==> src/logic/burst_pkg.sv <==
/*
 * Burst splitter shared definitions
 * Default widths and depths for the command path and the per-command
 * alignment mode that picks which splitter shapes the slave pieces
 */
package burst_pkg;

    // Beat address width used when the top level is built with defaults
    localparam int ADDR_WIDTH_DEFAULT = 16;

    // Master burst counts are origin 0, so 6 bits cover up to 64 beats
    localparam int MASTER_BURST_WIDTH_DEFAULT = 6;

    // Slave burst counts are origin 0, so 3 bits cover up to 8 beats
    localparam int SLAVE_BURST_WIDTH_DEFAULT = 3;

    // Entries in each of the master and slave command queues
    localparam int QUEUE_DEPTH_DEFAULT = 4;

    // Alignment mode carried with every command
    // Simple pieces are the slave maximum until the remainder fits
    // Natural pieces are powers of two aligned to their own size
    typedef enum logic
    {
        ALIGN_SIMPLE  = 1'b0,
        ALIGN_NATURAL = 1'b1
    } t_align_mode;

endpackage

==> src/logic/burst_cmd_if.sv <==
/*
 * Burst command link
 * Valid/ready channel carrying a beat address, an origin 0 burst count
 * and the alignment mode of the command
 */
`timescale 1ns/1ps

interface burst_cmd_if
  #(
    parameter int ADDR_WIDTH  = burst_pkg::ADDR_WIDTH_DEFAULT,
    parameter int BURST_WIDTH = burst_pkg::MASTER_BURST_WIDTH_DEFAULT
    );

    logic                    valid;
    logic                    ready;
    logic [ADDR_WIDTH-1:0]   addr;
    // Origin 0 count, where 0 means a single beat
    logic [BURST_WIDTH-1:0]  burstcount;
    burst_pkg::t_align_mode  mode;

    // The source holds valid and the payload steady until ready is seen
    modport source (output valid, output addr, output burstcount, output mode, input ready);

    modport sink (input valid, input addr, input burstcount, input mode, output ready);

endinterface

==> src/logic/burst_cmd_queue.sv <==
/*
 * Command queue
 * Small circular buffer with valid/ready on both sides, used for master
 * commands in front of the gearbox and for slave pieces behind it
 */
`timescale 1ns/1ps

module burst_cmd_queue
  #(
    parameter type t_payload   = logic,
    parameter int  QUEUE_DEPTH = burst_pkg::QUEUE_DEPTH_DEFAULT
    )
   (
    input  logic     clk,
    input  logic     reset_n,
    input  logic     in_valid,
    output logic     in_ready,
    input  t_payload in_data,
    output logic     out_valid,
    input  logic     out_ready,
    output t_payload out_data
    );

    localparam int PTR_WIDTH = (QUEUE_DEPTH > 1) ? $clog2(QUEUE_DEPTH) : 1;
    localparam int CNT_WIDTH = $clog2(QUEUE_DEPTH + 1);

    typedef logic [PTR_WIDTH-1:0] t_ptr;
    typedef logic [CNT_WIDTH-1:0] t_cnt;

    t_payload mem [QUEUE_DEPTH];
    t_ptr     wr_ptr;
    t_ptr     rd_ptr;
    t_cnt     count;
    logic     wr_en;
    logic     rd_en;

    // Pointers wrap explicitly so the depth need not be a power of two
    function automatic t_ptr next_ptr(t_ptr ptr);
        return (ptr == t_ptr'(QUEUE_DEPTH - 1)) ? t_ptr'(0) : ptr + t_ptr'(1);
    endfunction

    // A full queue still takes a word when the head leaves in the same cycle
    assign in_ready  = (count != t_cnt'(QUEUE_DEPTH)) || out_ready;
    assign out_valid = (count != t_cnt'(0));
    assign out_data  = mem[rd_ptr];

    assign wr_en = in_valid && in_ready;
    assign rd_en = out_valid && out_ready;

    always_ff @(posedge clk)
    begin
        if (wr_en)
        begin
            mem[wr_ptr] <= in_data;
        end
    end

    // Occupancy moves only when exactly one side transfers
    always_ff @(posedge clk)
    begin
        if (!reset_n)
        begin
            wr_ptr <= t_ptr'(0);
            rd_ptr <= t_ptr'(0);
            count  <= t_cnt'(0);
        end
        else
        begin
            if (wr_en)
            begin
                wr_ptr <= next_ptr(wr_ptr);
            end
            if (rd_en)
            begin
                rd_ptr <= next_ptr(rd_ptr);
            end
            if (wr_en && !rd_en)
            begin
                count <= count + t_cnt'(1);
            end
            else if (rd_en && !wr_en)
            begin
                count <= count - t_cnt'(1);
            end
        end
    end

endmodule

==> src/logic/burst_gearbox.sv <==
/*
 * Burst gearbox
 * Takes one master command at a time, runs it through both splitters and
 * forwards the pieces of the splitter named by the command's mode
 */
`timescale 1ns/1ps

module burst_gearbox
  #(
    parameter int ADDR_WIDTH         = burst_pkg::ADDR_WIDTH_DEFAULT,
    parameter int MASTER_BURST_WIDTH = burst_pkg::MASTER_BURST_WIDTH_DEFAULT,
    parameter int SLAVE_BURST_WIDTH  = burst_pkg::SLAVE_BURST_WIDTH_DEFAULT
    )
   (
    input  logic         clk,
    input  logic         reset_n,
    burst_cmd_if.sink    m_link,
    burst_cmd_if.source  s_link
    );

    typedef logic [ADDR_WIDTH-1:0]        t_addr;
    typedef logic [MASTER_BURST_WIDTH:0]  t_mcount1;
    typedef logic [SLAVE_BURST_WIDTH:0]   t_scount1;
    typedef logic [SLAVE_BURST_WIDTH-1:0] t_scount0;

    // High from the accepted command until its last piece transfers
    logic                   busy;
    burst_pkg::t_align_mode cur_mode;

    logic     m_xfer;
    logic     s_xfer;
    t_mcount1 m_count1;

    logic     simple_last;
    t_addr    simple_addr;
    t_scount1 simple_count1;
    logic     natural_last;
    t_addr    natural_addr;
    t_scount1 natural_count1;

    logic     sel_last;
    t_addr    sel_addr;
    t_scount1 sel_count1;

    // The splitters work in origin 1, so a zero count becomes one beat
    assign m_count1 = t_mcount1'(m_link.burstcount) + t_mcount1'(1);

    // A new command can enter in the cycle that the last piece leaves
    assign m_link.ready = !busy || (sel_last && s_link.ready);
    assign m_xfer       = m_link.valid && m_link.ready;
    assign s_xfer       = s_link.valid && s_link.ready;

    always_ff @(posedge clk)
    begin
        if (!reset_n)
        begin
            busy     <= 1'b0;
            cur_mode <= burst_pkg::ALIGN_SIMPLE;
        end
        else if (m_xfer)
        begin
            busy     <= 1'b1;
            cur_mode <= m_link.mode;
        end
        else if (s_xfer && sel_last)
        begin
            busy <= 1'b0;
        end
    end

    // Both splitters track every command and the mode picks one of them
    burst_simple_splitter
      #(
        .ADDR_WIDTH(ADDR_WIDTH),
        .MASTER_BURST_WIDTH(MASTER_BURST_WIDTH),
        .SLAVE_BURST_WIDTH(SLAVE_BURST_WIDTH)
        )
      simple_split
       (
        .clk,
        .reset_n,
        .new_req(m_xfer),
        .accept_req(s_xfer),
        .req_addr(m_link.addr),
        .req_burstcount(m_count1),
        .last_piece(simple_last),
        .piece_addr(simple_addr),
        .piece_burstcount(simple_count1)
        );

    burst_natural_splitter
      #(
        .ADDR_WIDTH(ADDR_WIDTH),
        .MASTER_BURST_WIDTH(MASTER_BURST_WIDTH),
        .SLAVE_BURST_WIDTH(SLAVE_BURST_WIDTH)
        )
      natural_split
       (
        .clk,
        .reset_n,
        .new_req(m_xfer),
        .accept_req(s_xfer),
        .req_addr(m_link.addr),
        .req_burstcount(m_count1),
        .last_piece(natural_last),
        .piece_addr(natural_addr),
        .piece_burstcount(natural_count1)
        );

    assign sel_last   = (cur_mode == burst_pkg::ALIGN_NATURAL) ? natural_last : simple_last;
    assign sel_addr   = (cur_mode == burst_pkg::ALIGN_NATURAL) ? natural_addr : simple_addr;
    assign sel_count1 = (cur_mode == burst_pkg::ALIGN_NATURAL) ? natural_count1 : simple_count1;

    // Pieces leave in origin 0 again
    assign s_link.valid      = busy;
    assign s_link.addr       = sel_addr;
    assign s_link.burstcount = t_scount0'(sel_count1 - t_scount1'(1));
    assign s_link.mode       = cur_mode;

endmodule

==> src/logic/burst_natural_splitter.sv <==
/*
 * Natural burst splitter
 * Cuts a master burst into power of two pieces, each aligned to its own
 * size and no larger than the slave maximum. Counts are origin 1
 */
`timescale 1ns/1ps

module burst_natural_splitter
  #(
    parameter int ADDR_WIDTH         = burst_pkg::ADDR_WIDTH_DEFAULT,
    parameter int MASTER_BURST_WIDTH = burst_pkg::MASTER_BURST_WIDTH_DEFAULT,
    parameter int SLAVE_BURST_WIDTH  = burst_pkg::SLAVE_BURST_WIDTH_DEFAULT
    )
   (
    input  logic                        clk,
    input  logic                        reset_n,
    input  logic                        new_req,
    input  logic                        accept_req,
    input  logic [ADDR_WIDTH-1:0]       req_addr,
    input  logic [MASTER_BURST_WIDTH:0] req_burstcount,
    output logic                        last_piece,
    output logic [ADDR_WIDTH-1:0]       piece_addr,
    output logic [SLAVE_BURST_WIDTH:0]  piece_burstcount
    );

    typedef logic [ADDR_WIDTH-1:0]       t_addr;
    typedef logic [MASTER_BURST_WIDTH:0] t_mcount;
    typedef logic [SLAVE_BURST_WIDTH:0]  t_scount;

    localparam int SLAVE_MAX = 1 << SLAVE_BURST_WIDTH;

    t_mcount remaining;
    // Remaining count with only its highest set bit kept
    t_mcount remaining_top;
    t_mcount next_remaining;
    t_addr   next_addr;

    // Keep the most significant one, scanning upward so the last hit wins
    function automatic t_mcount highest_one(t_mcount count);
        t_mcount result;
        result = t_mcount'(0);
        for (int i = 0; i <= MASTER_BURST_WIDTH; i++)
        begin
            if (count[i])
            begin
                result = t_mcount'(1) << i;
            end
        end
        return result;
    endfunction

    // The lowest set bit among the size limit and the address gives the
    // smallest of the two, and a clean run of low bits allows a full piece
    function automatic t_scount aligned_size(t_mcount top, t_addr addr);
        for (int i = 0; i < SLAVE_BURST_WIDTH; i++)
        begin
            if (top[i] || addr[i])
            begin
                return t_scount'(1 << i);
            end
        end
        return t_scount'(SLAVE_MAX);
    endfunction

    // True when one aligned power of two piece covers the whole count
    function automatic logic fits_one_piece(t_mcount count, t_addr addr);
        logic fits_max;
        logic single_bit;
        logic aligned;
        fits_max   = (count <= t_mcount'(SLAVE_MAX));
        single_bit = ~|(count & (count - t_mcount'(1)));
        aligned    = ~|(addr & t_addr'(count - t_mcount'(1)));
        return fits_max && single_bit && aligned;
    endfunction

    assign piece_burstcount = aligned_size(remaining_top, piece_addr);
    assign next_remaining   = remaining - t_mcount'(piece_burstcount);
    assign next_addr        = piece_addr + t_addr'(piece_burstcount);

    always_ff @(posedge clk)
    begin
        if (new_req)
        begin
            remaining     <= req_burstcount;
            remaining_top <= highest_one(req_burstcount);
            piece_addr    <= req_addr;
            last_piece    <= fits_one_piece(req_burstcount, req_addr);
        end
        else if (accept_req)
        begin
            // Step past the piece just taken and size up the one after it
            remaining     <= next_remaining;
            remaining_top <= highest_one(next_remaining);
            piece_addr    <= next_addr;
            last_piece    <= fits_one_piece(next_remaining, next_addr);
        end

        if (!reset_n)
        begin
            remaining     <= t_mcount'(0);
            remaining_top <= t_mcount'(0);
            last_piece    <= 1'b1;
        end
    end

endmodule

==> src/logic/burst_simple_splitter.sv <==
/*
 * Simple burst splitter
 * Cuts a master burst into slave maximum pieces with the remainder last
 * Counts on both ports are origin 1
 */
`timescale 1ns/1ps

module burst_simple_splitter
  #(
    parameter int ADDR_WIDTH         = burst_pkg::ADDR_WIDTH_DEFAULT,
    parameter int MASTER_BURST_WIDTH = burst_pkg::MASTER_BURST_WIDTH_DEFAULT,
    parameter int SLAVE_BURST_WIDTH  = burst_pkg::SLAVE_BURST_WIDTH_DEFAULT
    )
   (
    input  logic                        clk,
    input  logic                        reset_n,
    input  logic                        new_req,
    input  logic                        accept_req,
    input  logic [ADDR_WIDTH-1:0]       req_addr,
    input  logic [MASTER_BURST_WIDTH:0] req_burstcount,
    output logic                        last_piece,
    output logic [ADDR_WIDTH-1:0]       piece_addr,
    output logic [SLAVE_BURST_WIDTH:0]  piece_burstcount
    );

    typedef logic [ADDR_WIDTH-1:0]       t_addr;
    typedef logic [MASTER_BURST_WIDTH:0] t_mcount;
    typedef logic [SLAVE_BURST_WIDTH:0]  t_scount;

    // Largest slave burst expressed as an origin 1 count
    localparam int SLAVE_MAX = 1 << SLAVE_BURST_WIDTH;

    // Beats of the current command not yet handed to the slave
    t_mcount remaining;

    always_ff @(posedge clk)
    begin
        if (new_req)
        begin
            remaining  <= req_burstcount;
            piece_addr <= req_addr;
            last_piece <= (req_burstcount <= t_mcount'(SLAVE_MAX));
        end
        else if (accept_req)
        begin
            // Every piece before the last is full size, and the count left
            // after the last piece is never looked at
            remaining  <= remaining - t_mcount'(SLAVE_MAX);
            piece_addr <= piece_addr + t_addr'(SLAVE_MAX);
            last_piece <= (remaining <= t_mcount'(2 * SLAVE_MAX));
        end

        if (!reset_n)
        begin
            remaining  <= t_mcount'(0);
            last_piece <= 1'b1;
        end
    end

    // The last piece carries whatever is left, all others the maximum
    assign piece_burstcount = last_piece ? t_scount'(remaining) : t_scount'(SLAVE_MAX);

endmodule

==> src/logic/burst_split_top.sv <==
/*
 * Burst split subsystem
 * Master commands pass through an input queue, the gearbox and an output
 * queue that presents slave sized pieces
 */
`timescale 1ns/1ps

module burst_split_top
  #(
    parameter int ADDR_WIDTH         = burst_pkg::ADDR_WIDTH_DEFAULT,
    parameter int MASTER_BURST_WIDTH = burst_pkg::MASTER_BURST_WIDTH_DEFAULT,
    parameter int SLAVE_BURST_WIDTH  = burst_pkg::SLAVE_BURST_WIDTH_DEFAULT,
    parameter int QUEUE_DEPTH        = burst_pkg::QUEUE_DEPTH_DEFAULT
    )
   (
    input  logic                          clk,
    input  logic                          reset_n,
    input  logic                          m_valid,
    output logic                          m_ready,
    input  logic [ADDR_WIDTH-1:0]         m_addr,
    input  logic [MASTER_BURST_WIDTH-1:0] m_burstcount,
    input  burst_pkg::t_align_mode        m_mode,
    output logic                          s_valid,
    input  logic                          s_ready,
    output logic [ADDR_WIDTH-1:0]         s_addr,
    output logic [SLAVE_BURST_WIDTH-1:0]  s_burstcount
    );

    // Queue payloads for the two sides, both with origin 0 counts
    typedef struct packed
    {
        logic [ADDR_WIDTH-1:0]         addr;
        logic [MASTER_BURST_WIDTH-1:0] burstcount;
        burst_pkg::t_align_mode        mode;
    } t_m_cmd;

    typedef struct packed
    {
        logic [ADDR_WIDTH-1:0]        addr;
        logic [SLAVE_BURST_WIDTH-1:0] burstcount;
    } t_s_cmd;

    t_m_cmd m_in_cmd;
    t_m_cmd m_out_cmd;
    t_s_cmd s_in_cmd;
    t_s_cmd s_out_cmd;

    burst_cmd_if #(.ADDR_WIDTH(ADDR_WIDTH), .BURST_WIDTH(MASTER_BURST_WIDTH)) m_link();
    burst_cmd_if #(.ADDR_WIDTH(ADDR_WIDTH), .BURST_WIDTH(SLAVE_BURST_WIDTH)) s_link();

    assign m_in_cmd = '{addr: m_addr, burstcount: m_burstcount, mode: m_mode};

    burst_cmd_queue #(.t_payload(t_m_cmd), .QUEUE_DEPTH(QUEUE_DEPTH)) m_queue
       (
        .clk,
        .reset_n,
        .in_valid(m_valid),
        .in_ready(m_ready),
        .in_data(m_in_cmd),
        .out_valid(m_link.valid),
        .out_ready(m_link.ready),
        .out_data(m_out_cmd)
        );

    assign m_link.addr       = m_out_cmd.addr;
    assign m_link.burstcount = m_out_cmd.burstcount;
    assign m_link.mode       = m_out_cmd.mode;

    burst_gearbox
      #(
        .ADDR_WIDTH(ADDR_WIDTH),
        .MASTER_BURST_WIDTH(MASTER_BURST_WIDTH),
        .SLAVE_BURST_WIDTH(SLAVE_BURST_WIDTH)
        )
      gearbox
       (
        .clk,
        .reset_n,
        .m_link(m_link.sink),
        .s_link(s_link.source)
        );

    // The slave port has no mode, so only address and count are queued
    assign s_in_cmd = '{addr: s_link.addr, burstcount: s_link.burstcount};

    burst_cmd_queue #(.t_payload(t_s_cmd), .QUEUE_DEPTH(QUEUE_DEPTH)) s_queue
       (
        .clk,
        .reset_n,
        .in_valid(s_link.valid),
        .in_ready(s_link.ready),
        .in_data(s_in_cmd),
        .out_valid(s_valid),
        .out_ready(s_ready),
        .out_data(s_out_cmd)
        );

    assign s_addr       = s_out_cmd.addr;
    assign s_burstcount = s_out_cmd.burstcount;

endmodule

==> config.mk <==
export PLATFORM = sky130hd
export DESIGN_NAME = burst_split_top
export DESIGN_NICKNAME = d
export VERILOG_FILES = /design/src/logic/burst_pkg.sv /design/src/logic/burst_cmd_if.sv /design/src/logic/burst_cmd_queue.sv /design/src/logic/burst_gearbox.sv /design/src/logic/burst_natural_splitter.sv /design/src/logic/burst_simple_splitter.sv /design/src/logic/burst_split_top.sv
export SDC_FILE = /design/constraint.sdc
export NUM_CORES = 1
export LEC_CHECK = 0
export ABC_AREA = 0
export BUFFER_PORTS_ARGS = -buffer_cell sky130_fd_sc_hd__buf_2
export CORE_MARGIN = 5
export CORE_UTILIZATION = 60
export CTS_CLUSTER_DIAMETER = 50
export DETAILED_ROUTE_END_ITERATION = 10
export GPL_TIMING_DRIVEN = 0
export PLACE_DENSITY = 0.83
export SYNTH_ARGS = -nofsm -noshare
export SYNTH_HDL_FRONTEND = slang
export SYNTH_HIERARCHICAL = 1
export SYNTH_SLANG_ARGS = --single-unit
==> constraint.sdc <==
create_clock -name clk -period 10 [get_ports clk]
set_clock_uncertainty 0.2 [all_clocks]
set_input_delay 0.5 -clock clk [delete_from_list [all_inputs] [get_ports clk]]
set_output_delay 0.5 -clock clk [all_outputs]
set_load 0.02 [all_outputs]
==> impl_metrics.yaml <==
placed_design:
  gp_congestion: 0.877
  numPortBuffers: 47
  dpl.hpwl_mm: 15.1
timing:
  worst_pin_slew_ns: 1.24
  fin_crit_sh_pct: 46.1
  layout_min_cycle_time_ns: 4.61
  drv_slew: 0
  setup-tns-final_ns: 0
  slew_headroom_pct: 17.6
  rsz0062_at_grt: "false"
  hold_viol_final: 0
  fmax_mhz: 217
  setup_viol: 0
critical_path:
  critPathRequiredTime_ns: 10.25
  cp-end-kind: "flip-flop"
  arrival_ns: 4.86
  path_cells: "buf_2 > buf_2 > mux4_2 > ha_1 > xor2_1 > or3_1 > or3_1 > ha_1 > nor2b_1 > nor3_1 > o221ai_1 > a2111oi_0 > a31oi_1 > o2bb2ai_1 > a31oi_1"
  max_stage_delay_ns: 0.61
  critical-path-slowest-cell: "mux4_2"
  startpoint_type: "flip-flop"
  crit_fanout: 10
  critPathKind: "reg -> reg"
global_routing:
  grt_max_degree: 25
  antenna_found_initial: 0
  overflow: 0
  grt_usage_pct: 21.3
  grt_pass1_vias: 6999
  grt_pass1_wl_mm: 36.7
cts:
  h-tree-depth: 1
  root_buffer: "clkbuf_16"
  clk_path_buf_depth: 3
  clk_latency_ns: 0.53
  cts.sinks: 239
  cts_made_buffers: 27
  tritoncts: "yes"
  cts.reportedPaths.clkPinSlew_ns: 0.06
  post_cts_buffers: 0
pwr:
  finalPower_mw: 4.46
  powerDensity_nw_per_um2: 347
  ir_drop_mv: 0.190
  power.leakage_nw: 4.64
routing:
  vias: 6945
  drc_errors: 0
  viasPerCell: 6.05
  drt_iter0_markers: 570
  ant_nets: 0
  wl_mm: 22.9
  first_pass_iters: 6
  wire_per_inst_um: 20.0
floorplanning:
  io_pins: 48
  initial_core_util_pct: 60.5
  num_rows: 50
  die-width_um: 147
  core_region_area_um2: 18500
  die_y_um: 147
  die-area_um2: 21500
logic_synthesis:
  postSynthCellCount: 793
  avgSynthCellArea_um2: 14.1
  yosys_warnings: 6
  synthesis.area_um2: 11200
  syn_nets: 861
finish:
  fin_util_pct: 69.4
  mostFrequentLayoutCell: "edfxtp_1"
  nets: 960
  drive_above_1_share_pct: 20.2
  final_cell_mix: "edfxtp_1 (200), nand2_1 (68), buf_2 (56)"
  antenna_cells: 0
  fillers: 1211
  area.growth.synth_to_final_pct: 14.7
run_status:
  run_status: "completed"
job:
  maxCapViolCount: 0
worst_hold_path:
  hold_path_class: "in -> reg"
-- metal layers --
metal / GRT usage, % / up-vias / wire length, µm
li1: - / 3234 / -
met1: 28.5 / 3400 / 9560
met2: 36.0 / 262 / 11300
met3: 3.60 / 49 / 1470
met4: 6.63 / 0 / 594
met5: 0 / - / 0
-- sequential cells by signal (all words and copies together), names as in the netlist, named ones only --
| signal | cells |
|---|---|
| s_queue/count | 3 |
| gearbox/natural_split/piece_addr | 16 |
| s_queue/rd_ptr | 2 |
| gearbox/s_link.valid | 1 |
| s_queue/wr_ptr | 2 |
| gearbox/s_link.mode | 1 |
| gearbox/natural_split/remaining | 7 |
| gearbox/simple_split/remaining | 7 |
| gearbox/simple_split/last_piece | 1 |
| gearbox/natural_split/last_piece | 1 |
| m_queue/count | 3 |
| s_queue/mem | 76 |
| gearbox/simple_split/piece_addr | 16 |
| m_queue/wr_ptr | 2 |
| gearbox/natural_split/remaining_top | 3 |
| m_queue/rd_ptr | 2 |
| m_queue/mem | 92 |
-- where the power goes --
group / internal (mW) / switching (mW) / total [mW]
clock: 0.580 / 0.388 / 0.968
sequential: 1.43 / 0.173 / 1.60
combinational: 0.752 / 1.14 / 1.89
-- repair_timing --
action                                 in CTS  in global routing
gates resized for setup                     0                  0
hold buffers                               23                  0
endpoints found under the hold margin      90                  0
-- critical path: cells and delay by family, from the launching register on --
family / cells / cell delay, ns
compound gates: 5 / 1.10
xor+xnor: 1 / 0.25
fa+ha+maj: 2 / 0.56
buf+inv: 2 / 0.53
flops: 1 / 0.30
mux: 1 / 0.61
simple gates: 4 / 0.98
-- final timing paths --
| kind | from | depth (start not counted) | slack, ns | to |
|---|---|---|---|---|
| worst max-delay path | flip-flop | 15 | 5.39 | gearbox/natural_split/last_piece$_SDFFE_PN1P_ |
| worst max register to register | flip-flop | 15 | 5.39 | gearbox/natural_split/last_piece$_SDFFE_PN1P_ |
| worst min-delay path | m_valid | 3 | 0.06 | m_queue/wr_ptr[0]$_SDFFE_PN0P_ |
| worst min register to register | m_queue/wr_ptr[1]$_SDFFE_PN0P_ | 2 | 0.30 | m_queue/wr_ptr[1]$_SDFFE_PN0P_ |
-- metrics by stage --
stage | area (µm²) | worst slack (ns) | std cells | hold slack, ns
CTS | 12900 | 5.38 | 1147 | 0.0435
detailed placement | 11700 | 5.51 | 1074 | 0.301
floorplan | 11200 | 6.00 | 793 | 0.268
finish | 12900 | 5.39 | 1147 | 0.0638
global route | 12900 | 5.13 | 1147 | 0.0922
global placement | 11700 | 5.51 | 1074 | 0.285
-- area by class of cell --
type | count | area [µm²] | share of cell area (%)
Tap cell | 234 | 293 | 2.28
Multi-Input combinational cell | 487 | 4110 | 32.0
Inverter | 36 | 135 | 1.05
Clock buffer | 31 | 691 | 5.37
Clock inverter | 19 | 201 | 1.57
Sequential cell | 239 | 6790 | 52.8
Timing Repair Buffer | 70 | 465 | 3.62
Buffer | 31 | 174 | 1.35
Note: power is estimated with default switching activity, not from simulation.
